==> config.mk <==
export PLATFORM = sky130hd
export DESIGN_NAME = elevator_top
export DESIGN_NICKNAME = d
export VERILOG_FILES = /design/src/logic/elevator_pkg.sv /design/src/logic/call_register.sv /design/src/logic/car_motion.sv /design/src/logic/dispatch.sv /design/src/logic/door_control.sv /design/src/logic/elevator_top.sv
export SDC_FILE = /design/constraint.sdc
export NUM_CORES = 1
export LEC_CHECK = 0
export BUFFER_PORTS_ARGS = -buffer_cell sky130_fd_sc_hd__buf_2
export CORE_MARGIN = 1
export CORE_UTILIZATION = 45
export CTS_CLUSTER_DIAMETER = 50
export CTS_CLUSTER_SIZE = 28
export DETAILED_ROUTE_END_ITERATION = 10
export GPL_ROUTABILITY_DRIVEN = 1
export MAX_ROUTING_LAYER = met4
export PLACE_DENSITY = 0.66
export SLEW_MARGIN = 30
export SYNTH_ARGS = -nofsm -noshare
export SYNTH_HDL_FRONTEND = slang
export SYNTH_SLANG_ARGS = --single-unit
==> constraint.sdc <==
create_clock -name clk -period 6 [get_ports clk]
set_input_delay 0.6 -clock clk [delete_from_list [all_inputs] [get_ports clk]]
set_output_delay 0.6 -clock clk [all_outputs]
set_load 0.02 [all_outputs]
==> src/logic/elevator_pkg.sv <==
// elevator shared definitions
package elevator_pkg;

	localparam int NUM_FLOORS = 8;

	typedef logic [$clog2(NUM_FLOORS)-1:0] floor_t; // floor number
	typedef logic [NUM_FLOORS-1:0] floor_mask_t; // one bit per floor

	localparam floor_t TOP_FLOOR = floor_t'(NUM_FLOORS - 1);

	localparam int TRAVEL_CYCLES = 4; // cycles per floor
	localparam int DWELL_CYCLES = 8; // door held open
	localparam int TRAVEL_W = $clog2(TRAVEL_CYCLES);
	localparam int DWELL_W = $clog2(DWELL_CYCLES);

	// hall buttons that physically exist
	localparam floor_mask_t UP_BUTTONS = {1'b0, {(NUM_FLOORS - 1){1'b1}}};
	localparam floor_mask_t DOWN_BUTTONS = {{(NUM_FLOORS - 1){1'b1}}, 1'b0};

	typedef enum logic [1:0] {
		ENGINE_IDLE = 2'd0,
		ENGINE_DOWN = 2'd1,
		ENGINE_UP   = 2'd2
	} engine_t;

	typedef enum logic [1:0] {
		DOOR_IDLE  = 2'd0,
		DOOR_OPEN  = 2'd1,
		DOOR_CLOSE = 2'd2
	} door_t;

	typedef enum logic {
		DIR_DOWN = 1'b0,
		DIR_UP   = 1'b1
	} dir_t;

	typedef enum logic [1:0] {
		PARKED,
		TRAVEL,
		DOORS
	} car_state_t;

endpackage

==> src/logic/call_register.sv <==
// elevator call register
`timescale 1ns/100ps

module call_register (
	input  logic                      clk,
	input  logic                      reset,
	input  elevator_pkg::floor_mask_t btn_in,
	input  elevator_pkg::floor_mask_t btn_up_out,
	input  elevator_pkg::floor_mask_t btn_down_out,
	input  logic                      clear_valid,
	input  elevator_pkg::floor_t      clear_floor,
	input  elevator_pkg::dir_t        clear_dir,
	input  logic                      clear_all,
	output elevator_pkg::floor_mask_t cabin_calls,
	output elevator_pkg::floor_mask_t up_calls,
	output elevator_pkg::floor_mask_t down_calls
);
	import elevator_pkg::*;

	floor_mask_t clear_onehot;
	floor_mask_t clear_cabin;
	floor_mask_t clear_up;
	floor_mask_t clear_down;

	assign clear_onehot = floor_mask_t'(1) << clear_floor;
	assign clear_cabin = clear_valid ? clear_onehot : '0;

	// hall calls go only for the leaving direction, or both when nothing is left
	assign clear_up = (clear_valid && (clear_all || clear_dir == DIR_UP)) ?
		clear_onehot : '0;
	assign clear_down = (clear_valid && (clear_all || clear_dir == DIR_DOWN)) ?
		clear_onehot : '0;

	always_ff @(posedge clk or negedge reset) begin
		if (!reset) begin
			cabin_calls <= '0;
			up_calls <= '0;
			down_calls <= '0;
		end else begin
			cabin_calls <= (cabin_calls & ~clear_cabin) | btn_in; // press beats clear
			up_calls <= ((up_calls & ~clear_up) | btn_up_out) & UP_BUTTONS;
			down_calls <= ((down_calls & ~clear_down) | btn_down_out) & DOWN_BUTTONS;
		end
	end

	a_no_top_up_call: assert property (
		@(posedge clk) disable iff (!reset)
		!up_calls[TOP_FLOOR]
	) else $error("up call latched at the top floor");

endmodule

==> src/logic/car_motion.sv <==
// elevator car motion
`timescale 1ns/100ps

module car_motion (
	input  logic                 clk,
	input  logic                 reset,
	input  logic                 stop_here,
	input  logic                 calls_here,
	input  logic                 go,
	input  elevator_pkg::dir_t   go_dir,
	input  logic                 door_busy,
	output elevator_pkg::floor_t floor,
	output elevator_pkg::dir_t   dir,
	output elevator_pkg::engine_t engine,
	output elevator_pkg::floor_t level_display,
	output logic                 door_request,
	output logic                 clear_valid,
	output elevator_pkg::floor_t clear_floor,
	output elevator_pkg::dir_t   clear_dir,
	output logic                 clear_all
);
	import elevator_pkg::*;

	car_state_t          state;
	logic [TRAVEL_W-1:0] timer;
	logic                arrived;
	logic                keep_going;
	dir_t                leave_dir;
	logic                stopping;

	function automatic floor_t step_floor(input floor_t f, input dir_t d);
		return (d == DIR_UP) ? f + floor_t'(1) : f - floor_t'(1);
	endfunction

	function automatic engine_t drive(input dir_t d);
		return (d == DIR_UP) ? ENGINE_UP : ENGINE_DOWN;
	endfunction

	// floor is the target while travelling, level_display the last one reached
	assign arrived = (state == TRAVEL) && (timer == TRAVEL_W'(TRAVEL_CYCLES - 1));
	assign keep_going = !stop_here && go && (go_dir == dir);
	assign leave_dir = go ? go_dir : dir;
	assign stopping = (arrived && !keep_going) || (state == PARKED && !go && calls_here);

	always_ff @(posedge clk or negedge reset) begin
		if (!reset) begin
			state <= PARKED;
			timer <= '0;
			floor <= '0;
			dir <= DIR_UP;
			engine <= ENGINE_IDLE;
			level_display <= '0;
			door_request <= 1'b0;
			clear_valid <= 1'b0;
		end else begin
			door_request <= stopping;
			clear_valid <= stopping;
			case (state)
				PARKED: begin
					if (go) begin
						state <= TRAVEL;
						dir <= go_dir;
						floor <= step_floor(floor, go_dir);
						engine <= drive(go_dir);
						timer <= '0;
					end else if (calls_here) begin
						state <= DOORS; // serve a call at the parked floor
					end
				end
				TRAVEL: begin
					timer <= arrived ? '0 : timer + 1'b1;
					if (arrived) begin
						level_display <= floor;
						if (keep_going) begin
							floor <= step_floor(floor, dir);
						end else begin
							state <= DOORS;
							engine <= ENGINE_IDLE;
							dir <= leave_dir;
						end
					end
				end
				DOORS: begin
					if (!door_busy && !door_request) begin
						state <= PARKED; // wait for the whole door cycle
					end
				end
				default: state <= PARKED;
			endcase
		end
	end

	// clear payload, qualified by clear_valid
	always_ff @(posedge clk) begin
		if (stopping) begin
			clear_floor <= floor;
			clear_dir <= leave_dir;
			clear_all <= !go;
		end
	end

	a_idle_with_door: assert property (
		@(posedge clk) disable iff (!reset)
		door_busy |-> engine == ENGINE_IDLE
	) else $error("engine running during a door cycle");

	// floor only steps by one, never wrapping past either end
	a_floor_range: assert property (
		@(posedge clk) disable iff (!reset)
		(floor != $past(floor)) |->
			(dir == DIR_UP && $past(floor) != TOP_FLOOR && floor == $past(floor) + 1'b1) ||
			(dir == DIR_DOWN && $past(floor) != '0 && floor == $past(floor) - 1'b1)
	) else $error("floor left the shaft");

endmodule

==> src/logic/dispatch.sv <==
// elevator stop and direction decision
`timescale 1ns/100ps

module dispatch (
	input  elevator_pkg::floor_mask_t cabin_calls,
	input  elevator_pkg::floor_mask_t up_calls,
	input  elevator_pkg::floor_mask_t down_calls,
	input  elevator_pkg::floor_t      floor,
	input  elevator_pkg::dir_t        dir,
	output logic                      stop_here,
	output logic                      calls_here,
	output logic                      go,
	output elevator_pkg::dir_t        go_dir
);
	import elevator_pkg::*;

	floor_mask_t all_calls;
	floor_mask_t above_mask;
	floor_mask_t below_mask;
	logic        calls_above;
	logic        calls_below;
	logic        calls_ahead;
	logic        calls_behind;
	logic        hall_with;
	logic        hall_against;
	dir_t        reverse_dir;

	assign all_calls = cabin_calls | up_calls | down_calls;

	// floors strictly above and strictly below the car
	always_comb begin
		above_mask = '0;
		below_mask = '0;
		for (int i = 0; i < NUM_FLOORS; i++) begin
			above_mask[i] = (i > int'(floor));
			below_mask[i] = (i < int'(floor));
		end
	end

	assign calls_above = |(all_calls & above_mask);
	assign calls_below = |(all_calls & below_mask);

	assign calls_ahead = (dir == DIR_UP) ? calls_above : calls_below;
	assign calls_behind = (dir == DIR_UP) ? calls_below : calls_above;

	// hall calls at this floor split by travel direction
	assign hall_with = (dir == DIR_UP) ? up_calls[floor] : down_calls[floor];
	assign hall_against = (dir == DIR_UP) ? down_calls[floor] : up_calls[floor];

	assign calls_here = cabin_calls[floor] | up_calls[floor] | down_calls[floor];

	// collective rule, opposite hall call only served at the end of the sweep
	assign stop_here = cabin_calls[floor] | hall_with | (hall_against & ~calls_ahead);

	assign reverse_dir = (dir == DIR_UP) ? DIR_DOWN : DIR_UP;

	// keep direction while anything is ahead, else turn around
	assign go = calls_ahead | calls_behind;
	assign go_dir = calls_ahead ? dir : reverse_dir;

endmodule

==> src/logic/door_control.sv <==
// elevator door sequencer
`timescale 1ns/100ps

module door_control (
	input  logic                clk,
	input  logic                reset,
	input  logic                door_request,
	input  logic                open_btn,
	input  logic                close_btn,
	output elevator_pkg::door_t door,
	output logic                door_busy
);
	import elevator_pkg::*;

	logic [DWELL_W-1:0] dwell;
	logic               dwell_done;

	assign dwell_done = (dwell == DWELL_W'(DWELL_CYCLES - 1));

	always_ff @(posedge clk or negedge reset) begin
		if (!reset) begin
			door <= DOOR_IDLE;
			door_busy <= 1'b0;
			dwell <= '0;
		end else begin
			case (door)
				DOOR_OPEN: begin
					door <= DOOR_IDLE; // open pulse lasts one cycle
					dwell <= '0;
				end
				DOOR_CLOSE: begin
					if (open_btn) begin
						door <= DOOR_OPEN; // reopen
					end else begin
						door <= DOOR_IDLE;
						door_busy <= 1'b0;
					end
				end
				default: begin
					if (!door_busy) begin
						if (door_request) begin
							door <= DOOR_OPEN;
							door_busy <= 1'b1;
						end
					end else if (open_btn) begin
						dwell <= '0; // restart the dwell
					end else if (close_btn || dwell_done) begin
						door <= DOOR_CLOSE;
					end else begin
						dwell <= dwell + 1'b1;
					end
				end
			endcase
		end
	end

	a_open_single: assert property (
		@(posedge clk) disable iff (!reset)
		door == DOOR_OPEN |=> door != DOOR_OPEN
	) else $error("door open shown on consecutive cycles");

endmodule

==> src/logic/elevator_top.sv <==
// elevator controller top level
`timescale 1ns/100ps

module elevator_top (
	input  logic                      clk,
	input  logic                      reset,
	input  elevator_pkg::floor_mask_t btn_in,
	input  elevator_pkg::floor_mask_t btn_up_out,
	input  elevator_pkg::floor_mask_t btn_down_out,
	input  logic                      open_btn,
	input  logic                      close_btn,
	output elevator_pkg::engine_t     engine,
	output elevator_pkg::door_t       door,
	output elevator_pkg::floor_t      level_display
);
	import elevator_pkg::*;

	floor_mask_t cabin_calls;
	floor_mask_t up_calls;
	floor_mask_t down_calls;
	floor_t      floor;
	dir_t        dir;
	logic        stop_here;
	logic        calls_here;
	logic        go;
	dir_t        go_dir;
	logic        door_request;
	logic        door_busy;
	logic        clear_valid;
	floor_t      clear_floor;
	dir_t        clear_dir;
	logic        clear_all;

	call_register u_call_register (
		.clk          (clk),
		.reset        (reset),
		.btn_in       (btn_in),
		.btn_up_out   (btn_up_out),
		.btn_down_out (btn_down_out),
		.clear_valid  (clear_valid),
		.clear_floor  (clear_floor),
		.clear_dir    (clear_dir),
		.clear_all    (clear_all),
		.cabin_calls  (cabin_calls),
		.up_calls     (up_calls),
		.down_calls   (down_calls)
	);

	dispatch u_dispatch (
		.cabin_calls (cabin_calls),
		.up_calls    (up_calls),
		.down_calls  (down_calls),
		.floor       (floor),
		.dir         (dir),
		.stop_here   (stop_here),
		.calls_here  (calls_here),
		.go          (go),
		.go_dir      (go_dir)
	);

	car_motion u_car_motion (
		.clk           (clk),
		.reset         (reset),
		.stop_here     (stop_here),
		.calls_here    (calls_here),
		.go            (go),
		.go_dir        (go_dir),
		.door_busy     (door_busy),
		.floor         (floor),
		.dir           (dir),
		.engine        (engine),
		.level_display (level_display),
		.door_request  (door_request),
		.clear_valid   (clear_valid),
		.clear_floor   (clear_floor),
		.clear_dir     (clear_dir),
		.clear_all     (clear_all)
	);

	door_control u_door_control (
		.clk          (clk),
		.reset        (reset),
		.door_request (door_request),
		.open_btn     (open_btn),
		.close_btn    (close_btn),
		.door         (door),
		.door_busy    (door_busy)
	);

endmodule

Word-level counts from Yosys, hierarchy flattened. Cells that the tools add are included.

Register bits after elaboration: 47. Output and inout port bits: 7. Logic and storage cells: 162. Input bits: 28.

Shift-type cells: 1. Add/subtract/negate cells: 4. Eq/ne operators: 17. Mux-type cells: 53. Bitwise logic cells: 23. Order comparisons: 15. Reduce and logical (&&, ||, !) cells: 33.

Operators with widths (count): $mux 2 (15); $and 8x8->8 (3); $mux 3 (8); $or 8x8->8 (3); $mux 1 (16); $mux 8 (2); $not 8->8 (2); $reduce_or 8->1 (2); $gt 3x3->1 const A (4); $pmux 2 s2 (3); $pmux 3 s2 (2); $reduce_and 4->1 (3); $bmux 1 s3 (3); $logic_and 1x1->1 (9); $lt 3x3->1 const A (3); $reduce_and 3->1 (3); $and 8x7->8 (1); $ne 2x1->1 const B (4); $ne 4x4->1 const B (2); $or 8x7->8 (1); $shl 1x3->8 const A (1); $and 7x7->7 (1); $mux 7 (1); $not 7->7 (1); 27 further kinds (53).

Logic depth before layout (Yosys ltp). Gate-level depths: netlist (run 1).

Depth in word-level cells: 14. Gate-level depth with buffers: 9.

Cells and area by module. A second synthesis (run 1) with hierarchy kept.

Cell total of the unflattened synthesis: 259. Area total of the unflattened synthesis: 2750.1 um^2.

Modules (own cells, without submodules): call_register (cells an instance 97, times used 1, area an instance 1021.0 um^2); car_motion (cells an instance 77, times used 1, area an instance 899.6 um^2); dispatch (cells an instance 51, times used 1, area an instance 480.5 um^2); door_control (cells an instance 34, times used 1, area an instance 349.1 um^2).

Least setup slack after synthesis (run 1). OpenSTA, ideal clock, no wires.

Kind: reg-to-reg. Start point: reg u_call_register.cabin_calls[1]. End point: reg u_car_motion.clear_all, enable pin. Stages on the path, launching flop included: 8. Clock period less this slack: 2.519 ns. Setup slack: 3.481 ns. Data required time: 5.654 ns. Library setup time: 0.346 ns. Data arrival time: 2.173 ns. Path through: dfrtp_1 -> or3_1 -> a21o_1 -> a311oi_2 -> nand3_2 -> a32oi_4 -> a32oi_1 -> nor2_1.

Word-level cells in the longest chain between the ends: 14. Elaborated cells on any way between the ends: 28.

RTL lines: start: declaration (line call_register.sv:14) `output elevator_pkg::floor_mask_t cabin_calls,`; start signal: assignment (line call_register.sv:40) `cabin_calls <= (cabin_calls & ~clear_cabin) | btn_in;`; $or 8x7->8 (line dispatch.sv:28) `assign all_calls = cabin_calls | up_calls | down_calls;`; $or 8x8->8 (line dispatch.sv:28); $and 8x7->8 or $and 8x8->8 (tied branches) (line dispatch.sv:41, dispatch.sv:40); $reduce_or 8->1, on equally long branches (line dispatch.sv:41, dispatch.sv:40); $mux 1 (line dispatch.sv:43) `assign calls_ahead = (dir == DIR_UP) ? calls_above : calls_below;`; $not 1->1 (line dispatch.sv:53) `assign stop_here = cabin_calls[floor] | hall_with | (hall_against & ~calls_ahead);`; $and 1x1->1 (line dispatch.sv:53); $or 1x1->1 (line dispatch.sv:53); $logic_not 1->1 (line car_motion.sv:41) `assign keep_going = !stop_here && go && (go_dir == dir);`; $logic_and 1x1->1 (2 in a row) (line car_motion.sv:41); $logic_not 1->1 (line car_motion.sv:43) `assign stopping = (arrived && !keep_going) || (state == PARKED && !go && calls_here);`; $logic_and 1x1->1 (line car_motion.sv:43); $logic_or 1x1->1 (*) (line car_motion.sv:43); named net u_car_motion.stopping (line car_motion.sv:29) `logic stopping;`; end signal: assignment (line car_motion.sv:98) `clear_all <= !go;`; end: declaration (line car_motion.sv:20) `output logic clear_all`.

The timed path passes the listed nets; every way through them passes the cells marked *. The select of a mux whose other input is x is not followed. A chain may end at the register's enable or synchronous reset.

Final worst setup path (run 1).
Start point: reg u_car_motion.floor[1]. End point: reg u_car_motion.clear_floor[0], enable pin.

Word-level cells in the longest chain between the ends: 13. Elaborated cells on any way between the ends: 46.

RTL lines: start: declaration (line car_motion.sv:12) `output elevator_pkg::floor_t floor,`; start signal: assignment (line car_motion.sv:63) `floor <= step_floor(floor, go_dir);`; start signal: assignment (line car_motion.sv:75) `floor <= step_floor(floor, dir);`; $lt 1x3->1 (tied with other cells) (line dispatch.sv:36) `below_mask[i] = (i < int'(floor));`; $and 8x7->8 or $and 8x8->8 (tied branches) (line dispatch.sv:41, dispatch.sv:40); $reduce_or 8->1, on equally long branches (line dispatch.sv:41, dispatch.sv:40); $mux 1 (line dispatch.sv:43); $not 1->1 (line dispatch.sv:53); $and 1x1->1 (line dispatch.sv:53); $or 1x1->1 (line dispatch.sv:53); $logic_not 1->1 (line car_motion.sv:41); $logic_and 1x1->1 (2 in a row) (line car_motion.sv:41); $logic_not 1->1 (line car_motion.sv:43); $logic_and 1x1->1 (line car_motion.sv:43); $logic_or 1x1->1 (*) (line car_motion.sv:43); named net u_car_motion.stopping (line car_motion.sv:29); end signal: assignment (line car_motion.sv:96) `clear_floor <= floor;`; end: declaration (line car_motion.sv:18) `output elevator_pkg::floor_t clear_floor,`.

Marks and branches as above.

==> impl_metrics.csv, run 1 <==
group,metric,value,unit
run_status,status,"finished clean",
route,drt_wl_total,5.48,mm
grt,grt_start_max_net_pins,43,
placed_design,gp_congestion,0.772,
job,maxCapViolCount,0,
floorplan,die_w,78.3,um
placed_design,io_buffer_count,32,
sta,final.hold.worst_slack,0.278,ns
hold_path,hold_class,"primary input to asynchronous set/reset pin",
cts,cts_resized,0,
grt,first_global_vias,1888,
sta,fin_crit_sh,0.498,
yosys,syn_area_per_cell,10.3,um^2
critical_path,rrSetupSlack,3.01,ns
sta,fin_tns_setup,0,ns
route,route.detailed.drc,0,
route,dr.pass1.iters,4,
finish,utilization,0.518,
route,viasPerCell,5.61,
sta,worst_pin_slew,0.591,ns
critical_path,start_kind,"flip-flop",
critical_path,path_max_fanout,16,
yosys,async_flop_share,0.894,
cts,cts_made_buffers,5,
floorplan,die_area,0.00613,mm^2
finish,layout_commonest_cell,"dfrtp_1",
yosys,syn_nets,291,
power_and_ir_drop,power.density,429,mW/mm^2
route,ant_nets,0,
critical_path,path_class,"flip-flop to flip-flop",
grt,track_usage,0.203,
grt,antenna_found_initial,0,
cts,clkLatencyLatePin,0.30,ns
critical_path,crit_required,5.96,ns
cts,holdBufCountCts,0,
cts,cts_tree,"yes",
sta,fmax,0.335,GHz
critical_path,cp_cell_sequence,"inv_1 -> a21o_1 -> a311oi_2 -> nand3_2 -> a32oi_4 -> a32oi_1 -> nor2_1",
sta,maxSlewHeadroom,0.606,
yosys,synthTopCellsByArea,"dfrtp_1 (39%), a21o_1 (7.2%), edfxtp_1 (5.7%), ha_1 (4.3%), nand2_1 (4.2%)",
critical_path,slowest_delay,0.70,ns
yosys,synth_area_leader_cell,"dfrtp_1",
placed_design,hpwl,3.97,mm
cts,cts-root-buf,"clkbuf_8",
cts,cts_setup_buffers,0,
sta,worst_slack,3.01,ns
yosys,synth-seq-cells,47,
placed_design,pre_cts_ws,3.06,ns
finish,final_cell_mix,"dfrtp_1 (41), buf_2 (31), nand2_1 (29), a21o_1 (25), nor2_1 (17)",
yosys,yosysWarnings,0,
grt,grt-ovfl-total,0,
route,vias,2003,
finish,drive_gt1_frac,0.186,
floorplan,placement_rows,27,
cts,clk_path_buf_depth,2,
critical_path,rr_startpoint,"u_car_motion.floor[1]",
critical_path,ff2ff_path_depth,7,
floorplan,initial_core_util,0.470,
sta,skew,0.0128,ns
sta,setup_viol,0,
yosys,syn_inst,254,
sta,drv_slew,0,
grt,grt_pass1_wl,9.28,mm
critical_path,crit_buf_inv,1,
floorplan,fp.coreArea,0.00557,mm^2
critical_path,path_delay_family,"compound AO/OA/AOI/OAI gates",
finish,diodes,0,
critical_path,r2r-end,"u_car_motion.clear_floor[0]",
critical_path,cp-end-kind,"flip-flop",
yosys,syn_area,0.00262,mm^2
finish,area_delta_synth_final,10.1,%
sta,period_needed,2.99,ns
sta,grt_setup_unrepaired,"no",
yosys,ys_types,53,
yosys,synth_edf_count,5,
route,wl_per_cell,15.4,um
power_and_ir_drop,peakVddDrop,0.000208,V
route,drtIter0Drc,123,
floorplan,ios,35,
yosys,synth_top_area_frac,0.392,
critical_path,slowest_stage,"dfrtp_1",
cts,cts_max_level,2,
finish,final_nets,321,
critical_path,crit_arrival,2.95,ns
yosys,seq_area_frac_synth,0.459,
cts,path_clk_slew,0.10,ns
power_and_ir_drop,p_leak,1.12,nW
sta,hold_violations,0,
floorplan,die_h,78.3,um
yosys,ys.flop_type,"dfrtp_1",
cts,cts.sinks,47,
-- final cells by class --
type,count,area [um^2]
multi-input cells,185,1300
repair buffers,32,163
clock buffers,6,72.6
well taps,72,90.1
inverters,13,48.8
clock inverters,2,12.5
fillers,528,2690
flip-flops and latches,47,1200
-- power breakdown --
group / internal [mW] / total [mW] / leakage, nW / switching (mW)
sequential: 0.407 / 0.537 / 0.483 / 0.131
combinational: 0.223 / 0.508 / 0.597 / 0.284
clock: 0.0819 / 0.192 / 0.0428 / 0.110
total: 0.712 / 1.24 / 1.12 / 0.525
-- flip-flops by register name, indices dropped and copies added, names as in the netlist --
| signal | count |
|---|---|
| u_call_register.cabin_calls | 8 |
| u_call_register.down_calls | 7 |
| u_call_register.up_calls | 7 |
| u_car_motion.clear_all | 1 |
| u_car_motion.clear_dir | 1 |
| u_car_motion.clear_floor | 3 |
| u_car_motion.dir | 1 |
| u_car_motion.door_request | 1 |
| u_car_motion.engine | 2 |
| u_car_motion.floor | 3 |
| u_car_motion.level_display | 3 |
| u_car_motion.state | 2 |
| u_car_motion.timer | 2 |
| u_door_control.door | 2 |
| u_door_control.door_busy | 1 |
| u_door_control.dwell | 3 |
-- metrics by stage --
step / cells / power (mW) / instance area [um^2]
floorplan: 254 / 0.945 / 2620
global placement: 349 / 1.04 / 2800
detailed placement: 349 / 1.05 / 2800
CTS: 357 / 1.25 / 2880
global route: 357 / 1.34 / 2890
finish: 357 / 1.24 / 2890
-- routing by layer --
metal	global-route usage	up-vias	wire, um
met5	-	-	0
met2	0.282	52	2360
li1	-	991	-
met3	0.0372	7	243
met4	0.0593	0	72
met1	0.300	953	2810
-- worst max path at each step --
stage,from,endpoint,slack [ns],cells after the start
6_report,u_car_motion.floor[1],u_car_motion.clear_floor[0],3.01,7
3_5_place_dp,u_car_motion.floor[1],u_car_motion.clear_all,3.06,7
5_1_grt,u_car_motion.floor[1],u_car_motion.clear_floor[0],2.81,7
4_1_cts,u_car_motion.floor[1],u_car_motion.clear_all,3.02,7
3_3_place_gp,u_car_motion.floor[1],u_car_motion.clear_floor[1],3.05,7
2_1_floorplan,u_call_register.cabin_calls[1],u_car_motion.clear_all,3.48,7
-- synthesized netlist by cell type, types with 2 or more instances --
library cell	n
xnor2_1	2
clkbuf_1	4
a22o_1	2
nor2b_1	6
o21a_1	2
nor2_1	17
a21o_1	25
inv_1	13
or2_2	2
o211ai_1	2
a211oi_1	4
mux2i_1	8
edfxtp_1	5
dfrtp_1	41
or3_1	3
nand2_1	29
a31o_2	2
ha_1	9
o2111ai_1	3
nor3_1	7
o22ai_1	2
o21ai_0	13
mux4_1	2
nand3_1	9
a21oi_1	11
o31ai_1	2
clkbuf_8	3
-- logic make-up (layout without fill, tap and decap cells) --
kind of cell | count (synthesis) | after routing | synth area share
AOI/OAI and AO/OA | 83 | 83 | 0.247
xor gates and xnor gates | 2 | 2 | 0.00669
adders and majority gates | 10 | 10 | 0.0468
buffers and inverters | 22 | 53 | 0.0463
DFF | 47 | 47 | 0.459
muxes | 11 | 11 | 0.0549
and+or+nand+nor | 79 | 79 | 0.139
Note: power is estimated with default switching activity, not from simulation.
==> run 2: changes to the inputs <==
ABC_AREA = 1   (was default)
PLACE_DENSITY = 0.68   (was 0.66)
clock period = 2.43 ns   (was 6 ns; I/O delays follow)
==> run 2 against run 1 <==
Net effect:
- combinational power grew to 3.4 times the previous value
- non-clock buffer count is 5 higher
- synthesized cell count rose by 37%
- clock power grew 150%
- critical endpoint is now u_car_motion.clear_floor[2]
==> impl_metrics.csv, run 2 <==
group,metric,value,unit
yosys,synth_area_leader_cell,"dfrtp_1",
critical_path,cp-end-kind,"flip-flop",
floorplan,die_w,79.3,um
cts,clkLatencyLatePin,0.30,ns
sta,hold_violations,0,
sta,grt_setup_unrepaired,"no",
yosys,synthTopCellsByCount,"nand2_1 (95), inv_1 (46), dfrtp_1 (41), nor2_1 (35), nand3_1 (22)",
route,wl_per_cell,12.4,um
floorplan,ios,35,
sta,maxSlewHeadroom,0.612,
placed_design,hpwl,4.34,mm
critical_path,rr_startpoint,"u_car_motion.floor[1]",
sta,fin_tns_setup,0,ns
floorplan,die_area,0.00629,mm^2
sta,fin_crit_sh,0.891,
critical_path,ff2ff_path_depth,12,
route,vias,2283,
hold_path,hold_class,"primary input to flip-flop",
sta,final.hold.worst_slack,0.115,ns
cts,cts-root-buf,"clkbuf_8",
power_and_ir_drop,p_leak,1.59,nW
power_and_ir_drop,intPower,1.81,mW
cts,cts_tree,"yes",
placed_design,placed_area,0.00295,mm^2
grt,antenna_found_initial,0,
cts,cts_max_level,2,
grt,first_global_vias,2158,
finish,regArea,0.00120,mm^2
grt,grt-ovfl-total,0,
yosys,async_flop_share,0.894,
cts,path_clk_slew,0.09,ns
yosys,syn_nets,384,
finish,multi_input_area,0.00128,mm^2
sta,worst_pin_slew,0.579,ns
finish,layout_commonest_cell,"nand2_1",
yosys,syn_inst,347,
yosys,syn_area,0.00269,mm^2
power_and_ir_drop,netSwitchingFraction,0.461,
route,route.detailed.drc,0,
cts,cts_made_buffers,5,
route,viasPerCell,4.95,
power_and_ir_drop,power_frac_seq,0.350,
grt,grt_start_max_net_pins,43,
sta,fmax,0.462,GHz
yosys,synthTopCellsByArea,"dfrtp_1 (38%), nand2_1 (13%), inv_1 (6.4%), edfxtp_1 (5.6%), nor2_1 (4.9%)",
power_and_ir_drop,p_sw,1.55,mW
floorplan,die_h,79.3,um
yosys,ys_types,32,
route,ant_nets,0,
job,maxCapViolCount,0,
critical_path,start_kind,"flip-flop",
hold_path,min_to,"u_call_register.cabin_calls[2]",
sta,skew,0.00648,ns
critical_path,rrSetupSlack,0.27,ns
finish,final_nets,425,
critical_path,slowest_delay,0.51,ns
power_and_ir_drop,combPwrFrac,0.508,
finish,n_fill_cell,548,
floorplan,initial_core_util,0.477,
yosys,synth_most_common_cell,"nand2_1",
yosys,synth_top_area_frac,0.382,
finish,area_delta_synth_final,13.5,%
grt,grt_pass1_wl,9.90,mm
critical_path,slowest_stage,"dfrtp_2",
sta,period_needed,2.16,ns
yosys,yosysWarnings,0,
critical_path,cp_cell_sequence,"inv_2 -> ha_1 -> nand2_1 -> nand2_1 -> nand2_1 -> nand2_1 -> nand3_2 -> nand2_2 -> nand2_2 -> nand2_2 -> nand2_1 -> nand2_1",
floorplan,fp.coreArea,0.00564,mm^2
finish,largest_reg_flops,8,
hold_path,holdPathStages,3,
yosys,seq_area_frac_synth,0.447,
yosys,synth-seq-cells,47,
finish,finalInstanceArea,0.00305,mm^2
power_and_ir_drop,pwr-share-clk,0.142,
critical_path,path_class,"flip-flop to flip-flop",
route,drtIter0Drc,123,
critical_path,cpMostUsedCell,"nand2_1",
power_and_ir_drop,power.density,1100,mW/mm^2
floorplan,placement_rows,27,
finish,drive_gt1_frac,0.185,
placed_design,gp_congestion,0.841,
finish,final_cell_mix,"nand2_1 (95), inv_1 (46), dfrtp_1 (40), nor2_1 (35), buf_2 (31)",
critical_path,crit_arrival,2.15,ns
critical_path,crit_required,2.42,ns
route,drt_wl_total,5.72,mm
critical_path,r2r-end,"u_car_motion.clear_floor[2]",
finish,diodes,0,
power_and_ir_drop,peakVddDrop,0.000480,V
finish,reg_top3,"u_call_register.cabin_calls: 8 flops, u_call_register.down_calls: 7 flops, u_call_register.up_calls: 7 flops",
sta,drv_slew,0,
yosys,syn_area_per_cell,7.75,um^2
yosys,ys.flop_type,"dfrtp_1",
run_status,status,"finished clean",
placed_design,io_buffer_count,32,
route,dr.pass1.iters,4,
cts,cts.sinks,47,
cts,clk_path_buf_depth,2,
finish,max_flop_register,"u_call_register.cabin_calls",
hold_path,min-delay-start,"btn_in[2]",
yosys,synth_edf_count,5,
critical_path,path_max_fanout,9,
sta,setup_viol,0,
grt,track_usage,0.212,
==> run 2: cell families (layout without fill, tap and decap cells) <==
kind of cell,count (synthesis),count (layout),share of synthesized area
AOI/OAI and AO/OA,53,53,0.122
and+or+nand+nor,182,182,0.302
buffers and inverters,54,96,0.0800
adders and majority gates,9,9,0.0419
DFF,47,47,0.447
xor gates and xnor gates,2,2,0.00652
==> run 2: critical path: cells and delay by family, from the launching register on <==
kind | cells | cell delay (ns)
buffers and inverters | 1 | 0.16
AND/OR/NAND/NOR | 10 | 0.99
adder cells (fa/ha/maj) | 1 | 0.17
flip-flops | 1 | 0.51
==> run 2: worst max path at each step <==
stage	start	to	slack [ns]
floorplan	u_car_motion.floor[1]	u_car_motion.clear_all	0.57
global placement	u_car_motion.floor[1]	u_car_motion.clear_floor[0]	0.30
detailed placement	u_car_motion.floor[1]	u_car_motion.clear_floor[2]	0.24
CTS	u_car_motion.floor[1]	u_car_motion.clear_floor[2]	0.22
global route	u_car_motion.floor[2]	u_car_motion.clear_floor[1]	0.07
finish	u_car_motion.floor[1]	u_car_motion.clear_floor[2]	0.27
==> run 2: metal layers <==
layer / share of wire / up-vias / routed length [um] / track usage
met5: 0 / - / 0 / -
met4: 0.012 / 0 / 71 / 0.0691
met3: 0.027 / 9 / 154 / 0.0402
met2: 0.45 / 36 / 2590 / 0.322
met1: 0.51 / 1046 / 2910 / 0.286
li1: - / 1192 / - / -
==> run 2: cell type report <==
| class | instances | area share |
|---|---|---|
| Clock inverter | 3 | 0.00656 |
| Sequential cell | 47 | 0.394 |
| Clock buffer | 5 | 0.0225 |
| Tap cell | 72 | 0.0295 |
| Timing Repair Buffer | 37 | 0.0664 |
| Inverter | 51 | 0.0627 |
| Multi-Input combinational cell | 246 | 0.418 |
==> run 2: timing repair <==
action	4_1_cts	5_1_grt
resized for setup	0	2
hold endpoints to repair	0	41
setup buffers	0	0
setup endpoints to repair	0	5
hold buffers	0	1
==> run 2: power groups by stage <==
stage	Sequential, mW	Clock (mW)	Combinational [mW]
6_report	1.18	0.477	1.71
5_1_grt	1.20	0.529	1.98
4_1_cts	1.17	0.494	1.71
3_5_place_dp	1.18	0	1.71
3_3_place_gp	1.17	0	1.66
2_1_floorplan	1.18	0	1.29
==> run 2: metrics by stage <==
| stage | std cells | power [mW] | utilization | setup slack (ns) |
|---|---|---|---|---|
| 2_1_floorplan | 347 | 2.47 | - | 0.567 |
| 3_3_place_gp | 452 | 2.84 | 0.522 | 0.296 |
| 3_5_place_dp | 452 | 2.89 | 0.522 | 0.237 |
| 4_1_cts | 460 | 3.38 | 0.538 | 0.221 |
| 5_1_grt | 461 | 3.71 | 0.541 | 0.0690 |
| 6_report | 461 | 3.36 | 0.541 | 0.265 |
==> run 3: changes to the inputs <==
ABC_AREA = default   (was 1)
==> run 3 against run 2 <==
Net effect:
- first-iteration DRC count up 38%
- worst setup slack worse by 0.22 ns
- power down 0.60%
- largest power group unchanged
==> impl_metrics.csv, run 3 (same netlist as run 1, synthesis figures left out) <==
group,metric,value,unit
cts,cts.sinks,47,
finish,layout_commonest_cell,"dfrtp_1",
grt,grt_start_max_net_pins,43,
critical_path,start_kind,"flip-flop",
power_and_ir_drop,netSwitchingFraction,0.419,
job,maxCapViolCount,0,
route,drtIter0Drc,170,
sta,period_needed,2.38,ns
sta,hold_violations,0,
sta,setup_viol,0,
critical_path,cp-end-kind,"flip-flop",
power_and_ir_drop,peakVddDrop,0.000461,V
run_status,status,"finished clean",
floorplan,initial_core_util,0.470,
critical_path,path_class,"flip-flop to flip-flop",
finish,final_cell_mix,"dfrtp_1 (39), buf_2 (31), nand2_1 (29), buf_4 (28), a21o_1 (24)",
route,drt_wl_total,6.01,mm
floorplan,die_area,0.00613,mm^2
finish,max_flop_register,"u_call_register.cabin_calls",
route,ant_nets,0,
cts,cts_made_buffers,5,
sta,skew,0.00802,ns
route,viasPerCell,5.56,
grt,first_global_vias,2052,
cts,path_clk_slew,0.09,ns
placed_design,hpwl,4.43,mm
power_and_ir_drop,p_total,3.34,mW
power_and_ir_drop,combPwrFrac,0.483,
route,wl_per_cell,15.6,um
finish,diodes,0,
cts,clkLatencyLatePin,0.30,ns
cts,cts_setup_buffers,0,
critical_path,path_depth,8,
power_and_ir_drop,p_sw,1.40,mW
sta,fmax,0.420,GHz
sta,grt_setup_unrepaired,"yes",
grt,grt_pass1_wl,10.2,mm
sta,worst_slack,0.0480,ns
power_and_ir_drop,pwr-share-clk,0.139,
critical_path,crit_arrival,2.38,ns
power_and_ir_drop,power_frac_seq,0.378,
sta,maxSlewHeadroom,0.645,
finish,drive_gt1_frac,0.296,
grt,antenna_found_initial,0,
cts,cts_max_level,2,
floorplan,die_h,78.3,um
finish,multi_input_area,0.00134,mm^2
critical_path,crit_buf_inv,3,
route,route.detailed.drc,0,
hold_path,hold_class,"primary input to flip-flop",
cts,clk_path_buf_depth,2,
critical_path,slowest_stage,"o32ai_1",
grt,track_usage,0.221,
power_and_ir_drop,p_leak,1.26,nW
finish,finalInstanceArea,0.00316,mm^2
cts,cts-root-buf,"clkbuf_8",
route,vias,2147,
finish,regArea,0.00120,mm^2
power_and_ir_drop,power.density,1060,mW/mm^2
placed_design,placed_area,0.00302,mm^2
finish,post_layout_nonfiller_instances,386,
route,dr.pass1.iters,4,
critical_path,path_max_fanout,11,
floorplan,die_w,78.3,um
critical_path,crit_required,2.43,ns
critical_path,ff2ff_path_depth,8,
floorplan,fp.coreArea,0.00557,mm^2
critical_path,slowest_delay,0.49,ns
sta,worst_pin_slew,0.532,ns
sta,fin_crit_sh,0.980,
finish,area_delta_synth_final,20.8,%
cts,cts_tree,"yes",
placed_design,placed_cells,377,
critical_path,cp_cell_sequence,"buf_4 -> inv_1 -> buf_4 -> o32ai_1 -> a2111oi_4 -> a32oi_4 -> a32oi_2 -> nor2_4",
power_and_ir_drop,intPower,1.94,mW
critical_path,cpMostUsedCell,"buf_4",
finish,largest_reg_flops,8,
finish,n_fill_cell,516,
floorplan,placement_rows,27,
placed_design,gp_congestion,0.875,
critical_path,path_delay_family,"compound AO/OA/AOI/OAI gates",
grt,grt-ovfl-total,0,
finish,reg_top3,"u_call_register.cabin_calls: 8 flops, u_call_register.down_calls: 7 flops, u_call_register.up_calls: 7 flops",
placed_design,io_buffer_count,32,
hold_path,holdPathStages,2,
floorplan,ios,35,
placed_design,pre_cts_ws,-0.0290,ns
finish,final_nets,350,
sta,drv_slew,0,
run 3: cell count changes in the layout (fill, tap and decap cells not counted), sizes merged, moves of 4 or more:
cell,before,now
buf,36,60
a211oi,0,4
o21bai,13,1
a21o,0,25
nand3,25,10
nand2,105,30
o21ai,21,14
nor2b,0,6
nor3,1,7
mux2i,0,8
nand4,6,1
inv,51,13
nor2,42,17
run 3: worst register-to-register path, stage by stage, from the launching register on:
cell and delay, ns:
dfrtp_2 0.43, buf_4 0.20, inv_1 0.08, buf_4 0.15, o32ai_1 0.49, a2111oi_4 0.11, a32oi_4 0.28, a32oi_2 0.11
nor2_4 0.22
run 3: power by group through the flow:
stage | clock (mW) | combinational [mW] | sequential, mW
2_1_floorplan | 0 | 1.12 | 1.22
6_report | 0.464 | 1.61 | 1.26
4_1_cts | 0.477 | 1.57 | 1.25
3_5_place_dp | 0 | 1.55 | 1.26
3_3_place_gp | 0 | 1.51 | 1.26
5_1_grt | 0.514 | 1.76 | 1.30
run 3: metrics by stage:
step / hold WS, ns / setup TNS [ns] / utilization
floorplan: -0.0526 / 0 / -
global placement: 0.420 / 0 / 0.542
detailed placement: 0.424 / -0.145 / 0.542
CTS: 0.109 / 0 / 0.560
global route: 0.107 / -0.00150 / 0.568
finish: 0.116 / 0 / 0.568
run 3: repair_timing:
action                                 CTS  global route
resized for setup                        3            10
setup endpoints to repair                6            14
endpoints found under the hold margin    0            41
hold buffers                             0             1
pin swaps                                1            12
run 3: routing by layer:
layer / GRT usage / wire [um] / share of wire
met3: 0.0314 / 253 / 0.042
met4: 0.0556 / 42 / 0.0070
met5: - / 0 / 0
met1: 0.323 / 3010 / 0.50
met2: 0.325 / 2700 / 0.45
run 3: worst paths after layout:
kind	start	endpoint	slack [ns]
worst max-delay path	u_car_motion.floor[0]	u_car_motion.clear_floor[2]	0.05
worst min register to register	u_car_motion.level_display[2]	u_car_motion.level_display[2]	0.48
worst max register to register	u_car_motion.floor[0]	u_car_motion.clear_floor[2]	0.05
worst min-delay path	btn_up_out[2]	u_call_register.up_calls[2]	0.12
min in group asynchronous	reset	u_car_motion.floor[0]	0.47
max in group asynchronous	reset	u_car_motion.floor[1]	1.57
run 3: final cells by class:
class                      count  share of cell area
multi-input combinational    185               0.423
sequential                    47               0.381
timing repair buffer          61               0.125
tap                           72              0.0285
clock buffer                   6              0.0229
inverter                      13              0.0154
clock inverter                 2             0.00395
